## src/rp_pkg.sv

```systemverilog
// shared definitions for the analog datapath
// sample, converter word, gain and offset types
// calibration config struct, one per channel
// fixed-point and saturation constants

`default_nettype none

package rp_pkg;

  ////////////////////////////////////////
  // widths
  ////////////////////////////////////////

  // signed sample width, both directions
  localparam int SMP_W = 14;
  // raw converter word, two lowest bits unused
  localparam int ADC_RAW_W = 16;
  // gain word in Q2.14
  localparam int GAIN_W = 16;
  // fraction bits of the gain, 16384 is unity
  localparam int GAIN_FRAC = 14;
  // offset has the sample width
  localparam int OFFS_W = SMP_W;

  // clamp limits of the sample range
  localparam int SMP_MAX = 2**(SMP_W-1) - 1;
  localparam int SMP_MIN = -(2**(SMP_W-1));

  ////////////////////////////////////////
  // types
  ////////////////////////////////////////

  typedef logic signed [SMP_W-1:0] smp_t;
  typedef logic [ADC_RAW_W-1:0] adc_raw_t;
  typedef logic signed [GAIN_W-1:0] gain_t;
  typedef logic signed [OFFS_W-1:0] offs_t;

  // per channel calibration, quasi-static
  typedef struct packed {
    gain_t gain;
    offs_t offs;
  } calib_cfg_t;

endpackage : rp_pkg

`default_nettype wire
```

## src/analog_frontend_top.sv

```systemverilog
// analog datapath top level, single adc_clk domain
// ADC capture with digital loopback
// gain/offset calibration on both directions
// DAC interleave and reset
// instances and wiring only

`timescale 1ns/100ps
`default_nettype none

module analog_frontend_top #(
  // number of analog channels
  parameter int NUM_CH = 2
) (
  // clock and reset
  input  logic                                adc_clk,
  input  logic                                top_rst,
  // ADC converter words
  input  rp_pkg::adc_raw_t   [NUM_CH-1:0]     adc_dat_i,
  // generator samples
  input  rp_pkg::smp_t       [NUM_CH-1:0]     gen_dat_i,
  // calibration, one config per channel
  input  rp_pkg::calib_cfg_t [NUM_CH-1:0]     adc_cal_i,
  input  rp_pkg::calib_cfg_t [NUM_CH-1:0]     dac_cal_i,
  // digital loopback enable per channel
  input  logic               [NUM_CH-1:0]     mux_loop_i,
  // calibrated acquisition samples
  output rp_pkg::smp_t       [NUM_CH-1:0]     acq_dat_o,
  // DAC pins
  output logic               [rp_pkg::SMP_W-1:0] dac_dat_o,
  output logic                                dac_sel_o,
  output logic                                dac_rst_o
);

  ////////////////////////////////////////
  // local signals
  ////////////////////////////////////////

  // calibrated generator samples
  // feed both the DAC and the loopback
  rp_pkg::smp_t [NUM_CH-1:0] gen_cal;

  // captured or looped back samples
  rp_pkg::smp_t [NUM_CH-1:0] adc_smp;

  // top_rst is taken as already synchronous to adc_clk
  // and fans out unchanged to every block

  ////////////////////////////////////////
  // generator calibration
  ////////////////////////////////////////

  // two cycles per channel
  for (genvar i = 0; i < NUM_CH; i++) begin : g_dac_cal

    linear_calib u_dac_calib (
      .adc_clk (adc_clk),
      .top_rst (top_rst),
      .dat_i   (gen_dat_i[i]),
      .cfg_i   (dac_cal_i[i]),
      .dat_o   (gen_cal[i])
    );

  end : g_dac_cal

  ////////////////////////////////////////
  // DAC output
  ////////////////////////////////////////

  // only two channels reach the DAC bus
  dac_formatter u_dac_formatter (
    .adc_clk   (adc_clk),
    .top_rst   (top_rst),
    .ch0_i     (gen_cal[0]),
    .ch1_i     (gen_cal[1]),
    .dac_dat_o (dac_dat_o),
    .dac_sel_o (dac_sel_o),
    .dac_rst_o (dac_rst_o)
  );

  ////////////////////////////////////////
  // ADC capture
  ////////////////////////////////////////

  // one cycle from the pins, loopback is combinational
  adc_capture #(
    .NUM_CH (NUM_CH)
  ) u_adc_capture (
    .adc_clk    (adc_clk),
    .top_rst    (top_rst),
    .adc_dat_i  (adc_dat_i),
    .loop_dat_i (gen_cal),
    .mux_loop_i (mux_loop_i),
    .smp_o      (adc_smp)
  );

  ////////////////////////////////////////
  // acquisition calibration
  ////////////////////////////////////////

  // ADC path: 1 + 2 = 3 cycles
  // loopback path: 2 + 0 + 2 = 4 cycles
  for (genvar i = 0; i < NUM_CH; i++) begin : g_adc_cal

    linear_calib u_adc_calib (
      .adc_clk (adc_clk),
      .top_rst (top_rst),
      .dat_i   (adc_smp[i]),
      .cfg_i   (adc_cal_i[i]),
      .dat_o   (acq_dat_o[i])
    );

  end : g_adc_cal

endmodule : analog_frontend_top

`default_nettype wire

```

## src/dac_formatter.sv

```systemverilog
// DAC output side
// signed to inverted offset binary, both channels
// two-channel interleave onto one bus with select line
// registered DAC reset

`timescale 1ns/100ps
`default_nettype none

module dac_formatter (
  input  logic                     adc_clk,
  input  logic                     top_rst,
  // calibrated generator samples
  input  rp_pkg::smp_t             ch0_i,
  input  rp_pkg::smp_t             ch1_i,
  // DAC pins
  output logic [rp_pkg::SMP_W-1:0] dac_dat_o,
  output logic                     dac_sel_o,
  output logic                     dac_rst_o
);

  ////////////////////////////////////////
  // conversion register
  ////////////////////////////////////////

  // converted words, unsigned on the DAC side
  logic [rp_pkg::SMP_W-1:0] ch0_q;
  logic [rp_pkg::SMP_W-1:0] ch1_q;

  // top bit kept, the rest inverted (negative slope)
  always_ff @(posedge adc_clk, posedge top_rst) begin
    if (top_rst) begin
      ch0_q <= '0;
      ch1_q <= '0;
    end else begin
      ch0_q <= {ch0_i[rp_pkg::SMP_W-1], ~ch0_i[rp_pkg::SMP_W-2:0]};
      ch1_q <= {ch1_i[rp_pkg::SMP_W-1], ~ch1_i[rp_pkg::SMP_W-2:0]};
    end
  end

  ////////////////////////////////////////
  // interleave
  ////////////////////////////////////////

  // sel toggles every cycle
  // sel high on the pins: channel 0 on the bus
  // sel low on the pins: channel 1 on the bus
  always_ff @(posedge adc_clk, posedge top_rst) begin
    if (top_rst) begin
      dac_sel_o <= 1'b0;
      dac_dat_o <= '0;
    end else begin
      dac_sel_o <= ~dac_sel_o;
      // next sel value decides the channel
      if (~dac_sel_o) begin
        dac_dat_o <= ch0_q;
      end else begin
        dac_dat_o <= ch1_q;
      end
    end
  end

  ////////////////////////////////////////
  // DAC reset
  ////////////////////////////////////////

  // set asynchronously, released on the first edge after top_rst
  always_ff @(posedge adc_clk, posedge top_rst) begin
    if (top_rst) begin
      dac_rst_o <= 1'b1;
    end else begin
      dac_rst_o <= 1'b0;
    end
  end

endmodule : dac_formatter

`default_nettype wire

```

## src/linear_calib.sv

```systemverilog
// gain and offset calibration for one channel
// stage one: gain multiply, arithmetic shift by the fraction bits
// stage two: offset add and saturation to the sample range
// two cycles latency, one sample per cycle

`timescale 1ns/100ps
`default_nettype none

module linear_calib (
  input  logic               adc_clk,
  input  logic               top_rst,
  // sample in
  input  rp_pkg::smp_t       dat_i,
  // gain and offset
  input  rp_pkg::calib_cfg_t cfg_i,
  // calibrated sample out
  output rp_pkg::smp_t       dat_o
);

  ////////////////////////////////////////
  // widths
  ////////////////////////////////////////

  // full product width
  localparam int MUL_W = rp_pkg::SMP_W + rp_pkg::GAIN_W;
  // product after dropping the fraction
  localparam int SHR_W = MUL_W - rp_pkg::GAIN_FRAC;
  // one guard bit for the offset add
  localparam int SUM_W = SHR_W + 1;

  ////////////////////////////////////////
  // stage one
  ////////////////////////////////////////

  // signed times signed
  logic signed [MUL_W-1:0] mul;
  // scaled product
  logic signed [SHR_W-1:0] mul_q;
  // offset travels with its sample
  rp_pkg::offs_t           offs_q;

  assign mul = dat_i * $signed(cfg_i.gain);

  // taking the upper slice is the arithmetic shift right
  // range check: -8192 * -32768 >> 14 = 16384, fits 16 bits
  always_ff @(posedge adc_clk, posedge top_rst) begin
    if (top_rst) begin
      mul_q  <= '0;
      offs_q <= '0;
    end else begin
      mul_q  <= mul[MUL_W-1:rp_pkg::GAIN_FRAC];
      offs_q <= cfg_i.offs;
    end
  end

  ////////////////////////////////////////
  // stage two
  ////////////////////////////////////////

  // sum before clamping
  logic signed [SUM_W-1:0] sum;
  // clamped value
  rp_pkg::smp_t            sat;

  // both operands sign extended to SUM_W
  assign sum = mul_q + offs_q;

  // clamp to -8192 .. 8191
  always_comb begin
    if (sum > rp_pkg::SMP_MAX) begin
      sat = rp_pkg::smp_t'(rp_pkg::SMP_MAX);
    end else if (sum < rp_pkg::SMP_MIN) begin
      sat = rp_pkg::smp_t'(rp_pkg::SMP_MIN);
    end else begin
      // in range, plain truncation
      sat = sum[rp_pkg::SMP_W-1:0];
    end
  end

  // output register
  always_ff @(posedge adc_clk, posedge top_rst) begin
    if (top_rst) begin
      dat_o <= '0;
    end else begin
      dat_o <= sat;
    end
  end

endmodule : linear_calib

`default_nettype wire

```

## src/adc_capture.sv

```systemverilog
// ADC input side
// input register per channel
// inverted offset binary to signed conversion
// digital loopback multiplexer per channel

`timescale 1ns/100ps
`default_nettype none

module adc_capture #(
  parameter int NUM_CH = 2
) (
  input  logic                            adc_clk,
  input  logic                            top_rst,
  // raw converter words
  input  rp_pkg::adc_raw_t [NUM_CH-1:0]   adc_dat_i,
  // calibrated generator samples for loopback
  input  rp_pkg::smp_t     [NUM_CH-1:0]   loop_dat_i,
  input  logic             [NUM_CH-1:0]   mux_loop_i,
  // signed samples towards calibration
  output rp_pkg::smp_t     [NUM_CH-1:0]   smp_o
);

  ////////////////////////////////////////
  // capture register
  ////////////////////////////////////////

  // converted sample, one per channel
  rp_pkg::smp_t [NUM_CH-1:0] adc_smp_q;

  // top bit kept, remaining 13 inverted
  // bits 1:0 carry nothing on a 14-bit converter
  always_ff @(posedge adc_clk, posedge top_rst) begin
    if (top_rst) begin
      adc_smp_q <= '0;
    end else begin
      for (int i = 0; i < NUM_CH; i++) begin
        adc_smp_q[i] <= {adc_dat_i[i][rp_pkg::ADC_RAW_W-1],
                         ~adc_dat_i[i][rp_pkg::ADC_RAW_W-2:rp_pkg::ADC_RAW_W-rp_pkg::SMP_W]};
      end
    end
  end

  ////////////////////////////////////////
  // loopback mux
  ////////////////////////////////////////

  // combinational, loopback adds no latency
  always_comb begin
    for (int i = 0; i < NUM_CH; i++) begin
      if (mux_loop_i[i]) begin
        smp_o[i] = loop_dat_i[i];
      end else begin
        smp_o[i] = adc_smp_q[i];
      end
    end
  end

endmodule : adc_capture

`default_nettype wire

```

## config.mk

```make
export PLATFORM = sky130hd
export DESIGN_NAME = analog_frontend_top
export DESIGN_NICKNAME = d
export VERILOG_FILES = /design/src/rp_pkg.sv /design/src/analog_frontend_top.sv /design/src/dac_formatter.sv /design/src/linear_calib.sv /design/src/adc_capture.sv
export SDC_FILE = /design/constraint.sdc
export NUM_CORES = 2
export LEC_CHECK = 0
export ABC_AREA = 1
export ABC_CLOCK_PERIOD_IN_PS = 8450
export BUFFER_PORTS_ARGS = -buffer_cell sky130_fd_sc_hd__buf_4
export CAP_MARGIN = 10
export CORE_UTILIZATION = 32
export DETAILED_ROUTE_END_ITERATION = 12
export PLACE_DENSITY_LB_ADDON = 0.12
export SLEW_MARGIN = 15
export SYNTH_ARGS = -nofsm -noshare
export SYNTH_HDL_FRONTEND = slang
export SYNTH_SLANG_ARGS = --single-unit
```

## constraint.sdc

```tcl
create_clock -name adc_clk -period 8.45 [get_ports adc_clk]
set_clock_uncertainty 0.05 [all_clocks]
set_input_delay 0.4225 -clock adc_clk [delete_from_list [all_inputs] [get_ports adc_clk]]
set_output_delay 0.4225 -clock adc_clk [all_outputs]
set_load 0.03 [all_outputs]
```

Word level (Yosys, flattened, before mapping). Index checks and enable logic that the tools add are counted.

Multipliers: 4. Magnitude comparators: 8. Bitwise gates (word level): 5. Add/sub/neg operators: 4. Muxes and demuxes: 11.

Operators by type and width (number): 14-bit two-way mux (11); 14-bit by 16-bit multiplier with 30-bit output (4); 16-bit by 14-bit adder with 17-bit output (4); 17-bit by 14-bit greater-than comparator with 1-bit output (second input constant) (4); 17-bit by 14-bit less-than comparator with 1-bit output (second input constant) (4); 13-bit inverter (4); 1-bit inverter (1).

Word-level logic and storage cells: 51. Bits of input ports: 184. Output and inout port bits: 44. Register bits: 248.

Depth between registers and ports, before layout.
Depth after elaboration: 4. Gate-level depth with buffers: 30. Mapped depth without buffers: 28.

Modules after synthesis. A second synthesis with hierarchy kept.

Cell total of the unflattened synthesis: 5910. Area total of the unflattened synthesis: 46420.8 µm².

Modules (own cells, without submodules): linear_calib (g_dac_cal[1].u_dac_calib) (instances 1, seq. area each 1101.1 µm², area each 11116.9 µm², cells an instance 1448); linear_calib (g_adc_cal[0].u_adc_calib) (instances 1, seq. area each 1101.1 µm², area each 10966.8 µm², cells an instance 1414); linear_calib (g_adc_cal[1].u_adc_calib) (instances 1, seq. area each 1101.1 µm², area each 10894.2 µm², cells an instance 1394); linear_calib (g_dac_cal[0].u_dac_calib) (instances 1, seq. area each 1101.1 µm², area each 10892.9 µm², cells an instance 1392); dac_formatter (instances 1, seq. area each 1102.3 µm², area each 1387.6 µm², cells an instance 117); adc_capture (instances 1, seq. area each 700.7 µm², area each 1162.4 µm², cells an instance 145).

Worst setup path after synthesis. Ideal clock, no wire load.

Path kind: input to register. Start point: input mux_loop_i[0]. End point: register g_adc_cal[0].u_adc_calib.mul_q[13]. Data required time: 8.283 ns. Stages on the path: 24. Setup time: 0.117 ns. Path slack: 2.456 ns. Data arrival time: 5.828 ns. Path buffers: 3. Path through: buf_2 > clkbuf_1 > nand2_1 > o21ai_0 > inv_1 > clkbuf_1 > nand2_1 > fa_1 > inv_1 > fa_1 > fa_1 > fa_1 > fa_1 > inv_1 > fa_1 > inv_1 > ha_1 > a21oi_1 > a21boi_0 > o21ai_0 > a31oi_1 > nand2_1 > nand2_1 > nand2_1.

Word-level cells in the longest chain between the ends: 2.

RTL lines: start, declared (line analog_frontend_top.sv:25) `input logic [NUM_CH-1:0] mux_loop_i,`; 14-bit two-way mux (line adc_capture.sv:50) `if (mux_loop_i[i]) begin`; 14-bit by 16-bit multiplier with 30-bit output (line linear_calib.sv:42) `assign mul = dat_i * $signed(cfg_i.gain);`; via g_adc_cal[0].u_adc_calib.mul[27] (line linear_calib.sv:36) `logic signed [MUL_W-1:0] mul;`; end signal, assigned (line linear_calib.sv:51) `mul_q <= mul[MUL_W-1:rp_pkg::GAIN_FRAC];`; end, declared (line linear_calib.sv:38) `logic signed [SHR_W-1:0] mul_q;`.

The timed path passes the listed nets, and every way through them passes these cells.

Worst setup path after layout.
Start point: register g_dac_cal[0].u_dac_calib.dat_o[7]. End point: register g_adc_cal[0].u_adc_calib.mul_q[13].

Word-level cells in the longest chain between the ends: 2.

RTL lines: start, declared (line linear_calib.sv:17) `output rp_pkg::smp_t dat_o`; start signal, assigned (line linear_calib.sv:85) `dat_o <= sat;`; 14-bit two-way mux (line adc_capture.sv:50); 14-bit by 16-bit multiplier with 30-bit output (line linear_calib.sv:42); via g_adc_cal[0].u_adc_calib.mul[27] (line linear_calib.sv:36).

The timed path passes the listed nets, and every way through them passes these cells.

==> impl_results.md <==
- Max_cap viols: 0
- Filler cells: 14.81k
- Drt pass-1 iters: 5
- Antenna violations before repair: 12
- Failing checks: hold timing
- # diodes: 0
- PortBufs: roughly 220
- Clock sink count: 248
- Post-Syn Area: 45180 sq um
- Total number of vias: 33.98k
- Final nets: 7221
- Critical path type: reg2reg
- Post-synthesis adder-cell area fraction: 48.12%
- Main combinational cell family by area after synthesis: adder cells
- Critical path launch point type: register
- Synth-to-layout area growth: 12.18%
- Clk_lat worst skew: 0.57 ns
- Vias in the first global route: ~37k
- Synth area leaders: fa_1, dfrtp_1, inv_1
- Final WL: between 100000 and 150000 um
- Root buf cell: clkbuf_16
- Die Height: approximately 380 um
- Total negative setup slack: 0 ns
- Hold Path Class: in2async
- Asr flop ratio synth: 100.0%
- Largest net degree at the start of global routing: 131
- Yosys warnings: 0
- Clock transition at path regs: 0.06 ns
- Setup violations, final: 0
- Die ar.: roughly 140000 sq um
- Layout cell share with drive strength beyond 1: 5.934%
- Simple logic cell fraction of the synthesized area: about 18%
- Leading area contributor after synthesis: fa_1
- Gr usage total: 18.02%
- Synth unique cells: 42
- Slew @ Worst Pin: 0.9513 ns
- Post-synth net total: 6999
- Design Area, Final: 50680 sq um
- Maximum clock frequency: 0.1545 GHz
- CTS tree: yes
- Slew headroom: approximately 37%
- RSZ-0062 raised after global routing: no
- Synth Area in XOR/XNOR: 2.365%
- Clock buffer depth: 3
- Post-Syn Instances: 5603
- Post-synth EDFFs: 0
- DP Area: 48850 sq um
- Share of the synthesized area in the top cell type: 38.82%
- Cts bufs inserted: 31
- Register area share after synthesis: 13.74%
- Initial core utilization: 32.34%
- Finished Core Util: 36.28%
- Maximum fanout along the worst path: 14
- Syn Area/Cell: 8.063 sq um
- Mux contribution to synthesized area: 0%
- Final Max Slew Viols: 0
- Final Critical Period: 6.471 ns
- # IOs: between 200 and 250
- H-tree depth: 1
- DIE WIDTH: ~380 um
- Post-synthesis compound-gate area fraction: 4.135%
- Overflow after GRT: 0
- Placeable Area: 139700 sq um
- Worst hold slack: -0.07797 ns
- DRC: 0
- WP data required: 8.85 ns
- First-pass GRT wire length: 202400 um
- Arrival @ worst endpoint: between 6 and 7 ns
- Status: finished with violations
- HPWL after DPL: 107400 um
- Via/cell ratio: about 4.4
- Primary FF master, synth: dfrtp_1
- Drt initial violations: 1506
- WL/cell: 16.06 um
- # rows: approximately 140
- Final period utilization: about 77%
- Hold violation count in the final report: 26
- Crit path capture type: register
- Post-route ant nets: 0
- Placer Congestion: around 0.89
- Synthesized flop and latch total: 248
==> logic make-up (layout without fill, tap and decap cells) <==
logic type	Yosys count	in the layout
flops	248	248
simple gates	2041	2041
buf+inv	1652	1897
other cells	1	1
xor+xnor	122	122
fa+ha+maj	1212	1212
compound gates	327	327
==> state kept, by name, summed over array words and instances, names as in the netlist, 28 cells and up <==
signal	flops
g_adc_cal.u_adc_calib.dat_o	28
g_adc_cal.u_adc_calib.mul_q	32
g_adc_cal.u_adc_calib.offs_q	28
g_dac_cal.u_dac_calib.dat_o	28
g_dac_cal.u_dac_calib.mul_q	32
g_dac_cal.u_dac_calib.offs_q	28
u_adc_capture.adc_smp_q	28
==> placed cells by master, fill, tap and decap left out, drive strengths merged, types with 12 or more instances in the layout <==
master,n
nand4,15
a21oi,143
nand3,118
xnor2,50
nand2,1366
o21bai,27
nor2,471
clkinv,18
dfrtp,247
o21ai,101
xor2,72
dlygate4sd3,76
inv,1502
nor3,27
buf,253
or2,17
ha,336
a21o,24
clkbuf,38
nor4,12
fa,876
==> through the flow <==
| step | hold WS, ns | worst slack, ns | instances |
|---|---|---|---|
| 2_1_floorplan | 0.2968 | 1.164 | 5603 |
| 3_3_place_gp | 0.3743 | 1.698 | 7592 |
| 3_5_place_dp | 0.3726 | 1.692 | 7592 |
| 4_1_cts | 0.007999 | 1.914 | 7724 |
| 5_1_grt | 0.01421 | 1.529 | 7724 |
| 6_report | -0.07797 | 1.979 | 7724 |
==> area by class of cell <==
type	count	area [sq um]	area share (%)
repair buffers	329	2660	5.249
flip-flops and latches	248	6207	12.25
inverters	1512	5683	11.21
clock buffers	38	852.1	1.681
multi-input cells	3703	32720	64.56
well taps	1876	2347	4.632
clock inverters	18	212.7	0.4197
==> critical path, cell delays in order, from the launching register on <==
cell	delay [ns]
dfrtp_1	0.32
inv_1	0.11
nand2_1	0.09
o21ai_0	0.08
buf_4	0.17
inv_1	0.45
nand2_1	0.14
fa_1	0.48
fa_1	0.51
inv_1	0.06
fa_1	0.56
fa_1	0.43
fa_1	0.52
inv_1	0.06
fa_1	0.50
inv_1	0.04
ha_1	0.37
a21oi_1	0.33
a21boi_0	0.44
o21ai_0	0.20
a31oi_1	0.25
nand2_1	0.07
nand2_1	0.06
nand2_1	0.06
==> cell usage after synthesis (11+ instances only) <==
master and instances:
buf_1 15, or2_2 16, xnor2_1 50, nor3_1 27, a21boi_0 11, a31oi_1 11, xor2_1 72, dfrtp_1 247
nor4_1 12, a21o_1 24, ha_1 336, clkbuf_1 108, inv_1 1499, o21bai_1 27, o21ai_0 86, nand3_1 115
fa_1 876, nand2_1 1361, a21oi_1 140, nor2_1 469, nand4_1 15
==> metal layers <==
| layer | vias to the layer above | wire, um | GRT usage, % |
|---|---|---|---|
| li1 | 16592 | - | - |
| met1 | 16831 | 61410 | 26.05 |
| met2 | 447 | 56770 | 29.72 |
| met3 | 100 | 3855 | 1.630 |
| met4 | 12 | 1944 | 2.592 |
| met5 | - | 80 | 0 |
==> path summary, 6_finish.rpt <==
path / startpoint / endpoint / slack [ns] / depth (start not counted)
max in group asynchronous: top_rst / g_dac_cal[0].u_dac_calib.offs_q[6] / 6.76 / 3
setup reg to reg: g_dac_cal[0].u_dac_calib.dat_o[7] / g_adc_cal[0].u_adc_calib.mul_q[13] / 1.98 / 23
setup / recovery: g_dac_cal[0].u_dac_calib.dat_o[7] / g_adc_cal[0].u_adc_calib.mul_q[13] / 1.98 / 23
hold / removal: top_rst / g_adc_cal[0].u_adc_calib.offs_q[13] / -0.08 / 2
hold reg to reg: g_dac_cal[1].u_dac_calib.dat_o[9] / u_dac_formatter.ch1_q[9] / 0.37 / 1
min in group adc_clk: adc_dat_i[3] / u_adc_capture.adc_smp_q[1] / 0.06 / 2
==> what timing repair did <==
item                                   4_1_cts  5_1_grt
endpoints found under the hold margin       76        0
setup endpoints to repair                    0        0
buffers inserted                             0        0
resized for setup                            0        0
hold buffers                                76        0
Power is left out: the tool's default activity adds up to more than one toggle a clock period on the data nets, which glitch-free logic cannot reach.
